File: config.mk
export PLATFORM = sky130hd
export DESIGN_NAME = memory_game_top
export DESIGN_NICKNAME = d
export VERILOG_FILES = /design/src/rtl/memory_game_pkg.sv /design/src/rtl/game_config_regs.sv /design/src/rtl/play_capture.sv /design/src/rtl/sequence_datapath.sv /design/src/rtl/game_controller.sv /design/src/rtl/memory_game_top.sv
export VERILOG_INCLUDE_DIRS = /design/src /design/src/rtl
export SDC_FILE = /design/constraint.sdc
export NUM_CORES = 1
export LEC_CHECK = 0
export ABC_AREA = 1
export BUFFER_PORTS_ARGS = -buffer_cell sky130_fd_sc_hd__buf_4
export CORE_ASPECT_RATIO = 1.25
export CORE_MARGIN = 8
export CORE_UTILIZATION = 35
export CTS_BUF_LIST = sky130_fd_sc_hd__clkbuf_8
export CTS_CLUSTER_SIZE = 20
export DETAILED_ROUTE_END_ITERATION = 12
export PLACE_DENSITY = 0.54
export REMOVE_ABC_BUFFERS = 1
export SLEW_MARGIN = 20
export SYNTH_ARGS = -nofsm -noshare
export SYNTH_HDL_FRONTEND = slang
export SYNTH_HIERARCHICAL = 1
export SYNTH_SLANG_ARGS = --single-unit
File: constraint.sdc
create_clock -name clock -period 4.6 [get_ports clock]
set_input_delay 0.23 -clock clock [delete_from_list [all_inputs] [get_ports clock]]
set_output_delay 0.23 -clock clock [all_outputs]
set_load 0.02 [all_outputs]
File: src/rtl/memory_game_defines.svh
// Memory game widths and register map

`ifndef MEMORY_GAME_DEFINES_SVH
`define MEMORY_GAME_DEFINES_SVH

// Buttons and pattern
`define MG_BUTTONS          4
`define MG_PATTERN_LEN      16

// APB bus widths
`define MG_APB_ADDR_W       4
`define MG_APB_DATA_W       32

// Timeout length and its value after reset
`define MG_TIMEOUT_W        16
`define MG_TIMEOUT_DEFAULT  4000

// Register byte offsets
`define MG_REG_CTRL         4'h0
`define MG_REG_CONFIG       4'h4
`define MG_REG_TIMEOUT      4'h8
`define MG_REG_STATUS       4'hC

`endif

File: src/rtl/memory_game_pkg.sv
// Memory game shared types

`include "memory_game_defines.svh"

package memory_game_pkg;

    // One bit per button, one-hot when valid
    typedef logic [`MG_BUTTONS-1:0] button_t;

    // Index of a pattern step or a round
    typedef logic [$clog2(`MG_PATTERN_LEN)-1:0] position_t;

    // Controller states
    typedef enum logic [3:0] {
        state_idle,
        state_prepare,
        state_wait_play,
        state_register_play,
        state_compare_play,
        state_next_play,
        state_round_end,
        state_next_round,
        state_end_won,
        state_end_lost,
        state_end_timeout
    } game_state_t;

    // Layout matches the STATUS register, done in bit 0
    typedef struct packed {
        position_t round;
        logic      timed_out;
        logic      lost;
        logic      won;
        logic      done;
    } game_status_t;

endpackage

File: src/rtl/game_config_regs.sv
// Memory game APB register block

`include "memory_game_defines.svh"

module game_config_regs (
    input  logic                            clock,
    input  logic                            reset,
    input  logic                            psel,
    input  logic                            penable,
    input  logic                            pwrite,
    input  logic [`MG_APB_ADDR_W-1:0]       paddr,
    input  logic [`MG_APB_DATA_W-1:0]       pwdata,
    output logic [`MG_APB_DATA_W-1:0]       prdata,
    output logic                            pready,
    output logic                            pslverr,
    input  memory_game_pkg::game_status_t   status,
    output logic                            start,
    output logic                            hard,
    output logic [`MG_TIMEOUT_W-1:0]        timeout_len
);

    logic access;
    logic mapped;

    // Access phase of any transfer
    assign access = psel & penable;

    // No wait states
    assign pready = 1'b1;

    // --------------------------------------------------
    // Address decode and read path
    // --------------------------------------------------
    always_comb begin
        mapped = 1'b1;
        prdata = '0;
        case (paddr)
            // Start is write-only
            `MG_REG_CTRL:    prdata = '0;
            `MG_REG_CONFIG:  prdata = `MG_APB_DATA_W'(hard);
            `MG_REG_TIMEOUT: prdata = `MG_APB_DATA_W'(timeout_len);
            `MG_REG_STATUS:  prdata = `MG_APB_DATA_W'(status);
            default:         mapped = 1'b0;
        endcase
    end

    // Error only on unmapped offsets
    assign pslverr = access & ~mapped;

    // --------------------------------------------------
    // Write path
    // --------------------------------------------------
    always_ff @(posedge clock or posedge reset) begin
        if (reset) begin
            start       <= 1'b0;
            hard        <= 1'b0;
            timeout_len <= `MG_TIMEOUT_W'(`MG_TIMEOUT_DEFAULT);
        end else begin
            // Start lasts one cycle after the write edge
            start <= access & pwrite & (paddr == `MG_REG_CTRL) & pwdata[0];
            if (access && pwrite) begin
                case (paddr)
                    `MG_REG_CONFIG:  hard <= pwdata[0];
                    `MG_REG_TIMEOUT: timeout_len <= pwdata[`MG_TIMEOUT_W-1:0];
                    default: ;
                endcase
            end
        end
    end

endmodule

File: src/rtl/play_capture.sv
// Button press capture

module play_capture (
    input  logic                        clock,
    input  logic                        reset,
    input  logic                        clear,
    input  memory_game_pkg::button_t    buttons,
    output logic                        play_valid,
    output memory_game_pkg::button_t    play_value
);

    memory_game_pkg::button_t sample_q;
    logic any_q0;
    logic any_q1;
    logic rise;

    // Raw sample of the buttons, kept in step with any_q0
    always_ff @(posedge clock) begin
        sample_q <= buttons;
    end

    // New press: some button down now, none the cycle before
    assign rise = any_q0 & ~any_q1;

    always_ff @(posedge clock or posedge reset) begin
        if (reset) begin
            any_q0     <= 1'b0;
            any_q1     <= 1'b0;
            play_valid <= 1'b0;
            play_value <= '0;
        end else begin
            any_q0     <= |buttons;
            any_q1     <= any_q0;
            play_valid <= rise;
            // Held until the next press or a new game
            if (clear)
                play_value <= '0;
            else if (rise)
                play_value <= sample_q;
        end
    end

endmodule

File: src/rtl/sequence_datapath.sv
// Pattern, counters and play checks

`include "memory_game_defines.svh"

module sequence_datapath (
    input  logic                            clock,
    input  logic                            reset,
    input  logic                            clear_game,
    input  logic                            count_position,
    input  logic                            clear_position,
    input  logic                            count_round,
    input  logic                            time_play,
    input  logic                            hard,
    input  logic [`MG_TIMEOUT_W-1:0]        timeout_len,
    input  memory_game_pkg::button_t        play_value,
    output logic                            match,
    output logic                            at_round_end,
    output logic                            last_round,
    output logic                            timeout,
    output memory_game_pkg::position_t      round
);

    memory_game_pkg::position_t position;
    memory_game_pkg::button_t   pattern;
    logic                       hard_q;
    logic [`MG_TIMEOUT_W-1:0]   timer;

    // --------------------------------------------------
    // Step and round counters
    // --------------------------------------------------
    always_ff @(posedge clock or posedge reset) begin
        if (reset) begin
            position <= '0;
            round    <= '0;
            hard_q   <= 1'b0;
        end else begin
            if (clear_game || clear_position)
                position <= '0;
            else if (count_position)
                position <= position + 1'b1;

            if (clear_game)
                round <= '0;
            else if (count_round)
                round <= round + 1'b1;

            // Difficulty fixed for the whole game
            if (clear_game)
                hard_q <= hard;
        end
    end

    // Easy games stop after half the pattern
    assign last_round   = (round == (hard_q ? 4'd15 : 4'd7));
    assign at_round_end = (position == round);

    // --------------------------------------------------
    // Pattern ROM, one cycle read latency
    // --------------------------------------------------
    always_ff @(posedge clock) begin
        case (position)
            4'd0:  pattern <= 4'b0001;
            4'd1:  pattern <= 4'b0010;
            4'd2:  pattern <= 4'b0100;
            4'd3:  pattern <= 4'b1000;
            4'd4:  pattern <= 4'b0100;
            4'd5:  pattern <= 4'b0010;
            4'd6:  pattern <= 4'b0001;
            4'd7:  pattern <= 4'b0001;
            4'd8:  pattern <= 4'b0010;
            4'd9:  pattern <= 4'b0010;
            4'd10: pattern <= 4'b0100;
            4'd11: pattern <= 4'b0100;
            4'd12: pattern <= 4'b1000;
            4'd13: pattern <= 4'b1000;
            4'd14: pattern <= 4'b0001;
            default: pattern <= 4'b0100;
        endcase
    end

    assign match = (play_value == pattern);

    // --------------------------------------------------
    // Wait timer, restarts on each wait
    // --------------------------------------------------
    always_ff @(posedge clock or posedge reset) begin
        if (reset)
            timer <= '0;
        else if (!time_play)
            timer <= '0;
        else if (!timeout)
            timer <= timer + 1'b1;
    end

    assign timeout = time_play && (timer == timeout_len - `MG_TIMEOUT_W'(1));

endmodule

File: src/rtl/game_controller.sv
// Memory game control FSM

module game_controller (
    input  logic                            clock,
    input  logic                            reset,
    input  logic                            start,
    input  logic                            play_valid,
    input  logic                            match,
    input  logic                            at_round_end,
    input  logic                            last_round,
    input  logic                            timeout,
    input  memory_game_pkg::position_t      round,
    output logic                            clear_game,
    output logic                            count_position,
    output logic                            clear_position,
    output logic                            count_round,
    output logic                            time_play,
    output memory_game_pkg::game_status_t   status,
    output logic                            done,
    output logic                            won,
    output logic                            lost
);

    memory_game_pkg::game_state_t state;
    memory_game_pkg::game_state_t state_next;
    logic timed_out;

    // State register
    always_ff @(posedge clock or posedge reset) begin
        if (reset)
            state <= memory_game_pkg::state_idle;
        else
            state <= state_next;
    end

    // --------------------------------------------------
    // Next state
    // --------------------------------------------------
    always_comb begin
        state_next = state;
        case (state)
            memory_game_pkg::state_idle:
                if (start)
                    state_next = memory_game_pkg::state_prepare;
            memory_game_pkg::state_prepare:
                state_next = memory_game_pkg::state_wait_play;
            memory_game_pkg::state_wait_play: begin
                // A press wins over a timeout in the same cycle
                if (play_valid)
                    state_next = memory_game_pkg::state_register_play;
                else if (timeout)
                    state_next = memory_game_pkg::state_end_timeout;
            end
            // Lets the ROM word settle before the compare
            memory_game_pkg::state_register_play:
                state_next = memory_game_pkg::state_compare_play;
            memory_game_pkg::state_compare_play: begin
                if (!match)
                    state_next = memory_game_pkg::state_end_lost;
                else if (at_round_end)
                    state_next = memory_game_pkg::state_round_end;
                else
                    state_next = memory_game_pkg::state_next_play;
            end
            memory_game_pkg::state_next_play:
                state_next = memory_game_pkg::state_wait_play;
            memory_game_pkg::state_round_end:
                state_next = last_round ? memory_game_pkg::state_end_won
                                        : memory_game_pkg::state_next_round;
            memory_game_pkg::state_next_round:
                state_next = memory_game_pkg::state_wait_play;
            // End states wait for a new game
            memory_game_pkg::state_end_won,
            memory_game_pkg::state_end_lost,
            memory_game_pkg::state_end_timeout:
                if (start)
                    state_next = memory_game_pkg::state_prepare;
            default:
                state_next = memory_game_pkg::state_idle;
        endcase
    end

    // --------------------------------------------------
    // Moore outputs
    // --------------------------------------------------
    assign clear_game     = (state == memory_game_pkg::state_idle) ||
                            (state == memory_game_pkg::state_prepare);
    assign clear_position = (state == memory_game_pkg::state_next_round);
    assign count_position = (state == memory_game_pkg::state_next_play);
    assign count_round    = (state == memory_game_pkg::state_next_round);
    assign time_play      = (state == memory_game_pkg::state_wait_play);

    assign won       = (state == memory_game_pkg::state_end_won);
    assign lost      = (state == memory_game_pkg::state_end_lost);
    assign timed_out = (state == memory_game_pkg::state_end_timeout);
    assign done      = won | lost | timed_out;

    // Round counter is frozen in the end states
    always_comb begin
        status.round     = round;
        status.timed_out = timed_out;
        status.lost      = lost;
        status.won       = won;
        status.done      = done;
    end

endmodule

File: src/rtl/memory_game_top.sv
// Memory game top level

`include "memory_game_defines.svh"

module memory_game_top (
    input  logic                        clock,
    input  logic                        reset,
    input  logic                        psel,
    input  logic                        penable,
    input  logic                        pwrite,
    input  logic [`MG_APB_ADDR_W-1:0]   paddr,
    input  logic [`MG_APB_DATA_W-1:0]   pwdata,
    output logic [`MG_APB_DATA_W-1:0]   prdata,
    output logic                        pready,
    output logic                        pslverr,
    input  memory_game_pkg::button_t    buttons,
    output memory_game_pkg::button_t    leds,
    output logic                        done,
    output logic                        won,
    output logic                        lost
);

    memory_game_pkg::game_status_t status;
    memory_game_pkg::position_t    round;
    memory_game_pkg::button_t      play_value;
    logic [`MG_TIMEOUT_W-1:0]      timeout_len;
    logic start;
    logic hard;
    logic play_valid;
    logic match;
    logic at_round_end;
    logic last_round;
    logic timeout;
    logic clear_game;
    logic count_position;
    logic clear_position;
    logic count_round;
    logic time_play;

    // LEDs show the last registered press
    assign leds = play_value;

    // Register block
    game_config_regs game_config_regs_i (
        .clock       (clock),
        .reset       (reset),
        .psel        (psel),
        .penable     (penable),
        .pwrite      (pwrite),
        .paddr       (paddr),
        .pwdata      (pwdata),
        .prdata      (prdata),
        .pready      (pready),
        .pslverr     (pslverr),
        .status      (status),
        .start       (start),
        .hard        (hard),
        .timeout_len (timeout_len)
    );

    // Press capture, cleared for each new game
    play_capture play_capture_i (
        .clock      (clock),
        .reset      (reset),
        .clear      (clear_game),
        .buttons    (buttons),
        .play_valid (play_valid),
        .play_value (play_value)
    );

    sequence_datapath sequence_datapath_i (
        .clock          (clock),
        .reset          (reset),
        .clear_game     (clear_game),
        .count_position (count_position),
        .clear_position (clear_position),
        .count_round    (count_round),
        .time_play      (time_play),
        .hard           (hard),
        .timeout_len    (timeout_len),
        .play_value     (play_value),
        .match          (match),
        .at_round_end   (at_round_end),
        .last_round     (last_round),
        .timeout        (timeout),
        .round          (round)
    );

    game_controller game_controller_i (
        .clock          (clock),
        .reset          (reset),
        .start          (start),
        .play_valid     (play_valid),
        .match          (match),
        .at_round_end   (at_round_end),
        .last_round     (last_round),
        .timeout        (timeout),
        .round          (round),
        .clear_game     (clear_game),
        .count_position (count_position),
        .clear_position (clear_position),
        .count_round    (count_round),
        .time_play      (time_play),
        .status         (status),
        .done           (done),
        .won            (won),
        .lost           (lost)
    );

endmodule

Word-level counts from Yosys, hierarchy flattened
Memories as Yosys holds them, arrays and structs flattened. A register that Yosys moved wholly into a read port is not among the register bits. Index checks and enable logic that the tools add are counted.

Bitwise gates (word level): 10. Reduce and logical (&&, ||, !) cells: 16. Equal/unequal tests: 20. Mux-type cells: 18. Add/sub/neg operators: 4.

Operators with widths (count): 2-to-1 mux 4 bit (12); case mux 16 bit (3 select lines) (1); 2-to-1 mux 16 bit (2); case mux 4 bit (6 select lines) (1); == test 4 x 3 -> 1 bit, second input constant (5); == test 4 bit, second input constant (5); adder 16 x 1 -> 16 bit, second input constant (1); == test 16 bit (1); subtractor 16 x 1 -> 16 bit, second input constant (1); == test 4 bit (3); OR reduction 4 bit (3); adder 4 x 1 -> 4 bit, second input constant (2); == test 4 x 2 -> 1 bit, second input constant (2); logical NOT 4 bit (2); AND 1 bit (6); AND reduction 2 bit (3); nonzero test 2 bit (3); == test 4 x 1 -> 1 bit, second input constant (1); != test 3 x 2 -> 1 bit, second input constant (1); OR reduction 3 bit (1); logical AND 1 bit (2); logical OR 1 bit (2); 2-to-1 mux 2 bit (1); != test 2 x 1 -> 1 bit, second input constant (1); other kinds (4) (6).

Flip-flop bits (word level): 58. Input bits: 45. Word-level logic and storage cells: 82. Memories kept: 1. ROM bits: 64. Output and inout port bits: 41.

Memories: (name not given) (words 16, width 4, read ports 1, clocked after Yosys merged registers in 1, write ports 0, line sequence_datapath.sv:61) `case (position)`.

Depth between registers and ports, before layout
Word-level depth: 6. Mapped depth: 20. Gate-level depth less buffers: 20.

By module
The synthesis kept the hierarchy.

By module, submodules not included: sequence_datapath (area each 2607.5 sq um, sequential area each 705.7 sq um, instances 1, cells each 405); game_config_regs (area each 1152.4 sq um, sequential area each 457.9 sq um, instances 1, cells each 156); game_controller (area each 480.5 sq um, sequential area each 100.1 sq um, instances 1, cells each 78); play_capture (area each 347.8 sq um, sequential area each 255.2 sq um, instances 1, cells each 31).

Worst setup path before layout
OpenSTA, ideal clock, no wires.

Path type: register to output. Start: register game_controller_i.state[2]. End: output prdata[1]. Cell stages (with the launch flop): 7. Data required time: 4.370 ns. Arrival time: 1.798 ns. Buffers on the path: 1. Path slack: 2.572 ns. Path through: dfrtp_1 -> inv_2 -> nand2_1 -> nor3_1 -> buf_4 -> inv_1 -> o21ai_0.

Cells in the longest elaborated chain, start to end: 2.

RTL lines: start, declared (line game_controller.sv:24) `memory_game_pkg::game_state_t state;`; start signal, assigned (line game_controller.sv:31) `state <= memory_game_pkg::state_idle;`; start signal, assigned (line game_controller.sv:33) `state <= state_next;`; == test 4 bit (line game_controller.sv:93) `assign won = (state == memory_game_pkg::state_end_won);`; via won (line memory_game_top.sv:19) `output logic won,`; case mux 16 bit (3 select lines) (line game_config_regs.sv:37) `case (paddr)`; end, declared (line memory_game_top.sv:13) `` output logic [`MG_APB_DATA_W-1:0] prdata, ``.

The timed path passes the listed nets, and every way through them passes these cells.

Final worst setup path
Start: register game_config_regs_i.timeout_len[0]. End: register sequence_datapath_i.timer[5].

Cells in the longest elaborated chain, start to end: 4.

RTL lines: start, declared (line game_config_regs.sv:19) `` output logic [`MG_TIMEOUT_W-1:0] timeout_len ``; start signal, assigned (line game_config_regs.sv:57) `` timeout_len <= `MG_TIMEOUT_W'(`MG_TIMEOUT_DEFAULT); ``; start signal, assigned (line game_config_regs.sv:64) `` `MG_REG_TIMEOUT: timeout_len <= pwdata[`MG_TIMEOUT_W-1:0]; ``; subtractor 16 x 1 -> 16 bit (line sequence_datapath.sv:95) `` assign timeout = time_play && (timer == timeout_len - `MG_TIMEOUT_W'(1)); ``; == test 16 bit (line sequence_datapath.sv:95); logical AND 1 bit (line sequence_datapath.sv:95); != test 2 bit (no source line); end signal, assigned (line sequence_datapath.sv:92) `timer <= timer + 1'b1;`; end, declared (line sequence_datapath.sv:26) `` logic [`MG_TIMEOUT_W-1:0] timer; ``.

No other way between the ends. A chain may end at the register's enable or synchronous reset.

==> out/qor.yml <==
yosys:
  synth.top_cell.area_share: 0.262
  synth-seq-area-share: 0.331
  yosysWarnings: 6
  synth_area_um2: 4590
  postSynthCellCount: 670
  synth-edff-count: 0
  yosysUniqueCellTypes: 40
  avgSynthCellArea_um2: 6.85
  ys_seq_elements: 62
  async_flop_share: 0.871
  synthFlopType: "dfrtp_1"
  synth_area_leaders: "dfrtp_1 26%, nand2_1 16%, inv_1 6.7%, nand3_1 6.0%, nor2_1 5.8%"
  synth_area_leader_cell: "dfrtp_1"
pwr:
  p_per_area_nw_per_um2: 380
  p_leak_nw: 2.63
  peakVddDrop_mv: 0.272
  p_comb_frac: 0.377
  intPower_w: 0.00116
  p_switching_w: 0.000815
  seqPwrFrac: 0.353
  sw_frac_of_total: 0.412
  clockPowerShare: 0.270
floorplanning:
  core_area_um2: 13100
  floorplan.initialDensity: 0.351
  die_y_um: 144
  design.portCount: 86
  fp.dieW_um: 118
  die_area_um2: 17100
  row_count: 47
drt:
  wirelength_um: 11700
  vias: 4210
  drtAntennaViolNets: 0
  initialDrtViolationCount: 230
  first_pass_iters: 5
  viasPerCell: 4.75
  wl_per_cell_um: 13.2
  drc: 0
final_layout:
  fin_area_um2: 5190
  nNetsFinal: 764
  final_layout_size_suffix_gt1_frac: 0.165
  nFillCells: 1423
  diodes: 0
  final_common_cell: "nand2_1"
  area_growth_pct: 13.2
  mostFrequentLayoutCells: "199 x nand2_1, 83 x inv_1, 71 x nor2_1, 55 x nand3_1, 52 x buf_4"
clocking:
  clk_pin_slew_ns: 0.07
  htree_levels: 3
  numClockSinks: 62
  cts_tree: "yes"
  cts.path.max_buffers: 2
  clock_latency_ns: 0.35
  cts.repair.resized: 0
  cts_made_buffers: 9
  cts_root_buf: "clkbuf_8"
setup_path:
  cp.arrival_ns: 2.85
  critPathMostFrequentCell: "nand2_1"
  crit_path_top_delay_cell: "nor3_4"
  crit_chain: "inv_1 > ha_1 > nand2_1 > inv_1 > nor2_1 > nand3_1 > nand3b_1 > nor3_4 > nand3_2 > nand2_1 > nand2_1"
  cp_max_fo: 18
  path_class: "register to register"
  slowest_delay_ns: 0.62
  reg2reg_depth: 11
  end_kind: "register"
  required_ns: 4.84
  startpoint_type: "register"
worst_hold_path:
  whs_path_depth: 3
  hold_path_class: "input port to register"
timing:
  slew_headroom: 0.507
  setup_viol: 0
  holdWs_ns: 0.101
  tns_ns: 0
  min_period_over_period: 0.568
  skew_ns: 0.00959
  worst_slack_ns: 1.99
  hold_viol_final: 0
  fin_crit_ns: 2.61
  tightest_slew_ns: 0.739
  rsz0062_at_grt: "false"
  drv_slew: 0
  max_freq_mhz: 383
global_routing:
  overflow: 0
  grt_max_degree: 26
  antenna_found_initial: 0
  grt_util_all_layers: 0.143
  grt_pass1_wl_um: 19600
  grt_pass1_vias: 4104
place:
  place_congestion: 0.907
  port_buffers: 52
  dp_hpwl_um: 9160
  post-place-ws_ns: 1.96
  dpl_cell_area_um2: 4930
flow_run:
  drv_cap: 0
status:
  status: "finished, final reports clean"
## path summary, 6_finish.rpt
check	slack, ns	start	to
worst max-delay path	1.99	game_config_regs_i/timeout_len[0]	sequence_datapath_i/timer[5]
worst min-delay path	0.10	pwdata[8]	game_config_regs_i/timeout_len[8]
worst max register to register	1.99	game_config_regs_i/timeout_len[0]	sequence_datapath_i/timer[5]
worst min register to register	0.45	play_capture_i/sample_q[2]	play_capture_i/play_value[2]
max in group asynchronous	3.53	reset	game_config_regs_i/timeout_len[12]
min in group asynchronous	0.35	reset	game_controller_i/state[0]
## sequential cells by signal, summed over array words and instances (netlist names)
name and count:
game_config_regs_i/start 1, game_config_regs_i/hard 1, play_capture_i/any_q1 1, game_controller_i/state 4
sequence_datapath_i/timer 16, sequence_datapath_i/pattern 4, sequence_datapath_i/position 4, play_capture_i/play_value 4
play_capture_i/play_valid 1, play_capture_i/any_q0 1, sequence_datapath_i/hard_q 1, play_capture_i/sample_q 4
game_config_regs_i/timeout_len 16, sequence_datapath_i/round 4
## critical path: cells and delay by family, from the launching register on
| kind | cells | cell delay (ns) |
|---|---|---|
| adders and majority gates | 1 | 0.32 |
| buffers and inverters | 2 | 0.17 |
| DFF | 1 | 0.41 |
| and+or+nand+nor | 8 | 1.59 |
## layout make-up
class	count	area, um2	area share
clock inverters	6	77.6	0.0149
multi-input cells	490	2460	0.474
repair buffers	57	440	0.0848
flip-flops and latches	62	1520	0.292
inverters	91	342	0.0658
clock buffers	10	138	0.0265
well taps	171	214	0.0412
## cell usage after synthesis (7+ instances only)
master	number
ha_1	8
nand4_1	27
buf_6	7
nor2_1	71
nor2_4	8
nor3_1	12
inv_1	82
o21ai_0	16
buf_4	28
dfrtp_1	48
xor2_1	16
nand2_2	11
dfxtp_1	8
nand2_1	199
xnor2_1	9
nand3_1	55
inv_2	8
a21oi_1	8
## routing by layer
metal  routed length, um  global-route usage  vias to the layer above  share of wire
met1                4790               0.152                     1955           0.41
met4                 245              0.0627                        0          0.021
met3                 446              0.0277                       14          0.038
met5                   0                   0                        -              0
met2                6240               0.268                       98           0.53
li1                    -                   -                     2143              -
## per-stage QoR
| stage | instances | utilization | power [W] |
|---|---|---|---|
| final | 887 | 0.398 | 0.00198 |
| after global routing | 887 | 0.398 | 0.00214 |
| after CTS | 887 | 0.398 | 0.00200 |
| after detailed placement | 866 | 0.378 | 0.00145 |
| after global placement | 866 | 0.378 | 0.00144 |
| after floorplan | 643 | - | 0.00125 |
## power groups by stage
stage,sequential (W),clock (W),combinational (W)
after floorplan,0.000684,0,0.000569
after global placement,0.000704,0,0.000731
final,0.000697,0.000534,0.000745
after CTS,0.000697,0.000549,0.000751
after global routing,0.000708,0.000572,0.000857
after detailed placement,0.000706,0,0.000746
## kinds of logic (layout without fill, tap and decap cells)
logic type,Yosys count,after routing,synth area share
simple gates,410,410,0.417
buf+inv,133,164,0.144
flops,62,62,0.331
compound gates,30,30,0.0368
xor+xnor,25,25,0.0477
fa+ha+maj,8,8,0.0218
other cells,2,17,0.00164
## repair_timing
action                    in CTS  in global routing
hold endpoints to repair      15                  0
hold buffers                   5                  0
buffers inserted               0                  0
No activity file was read; power rests on OpenSTA's default activity.
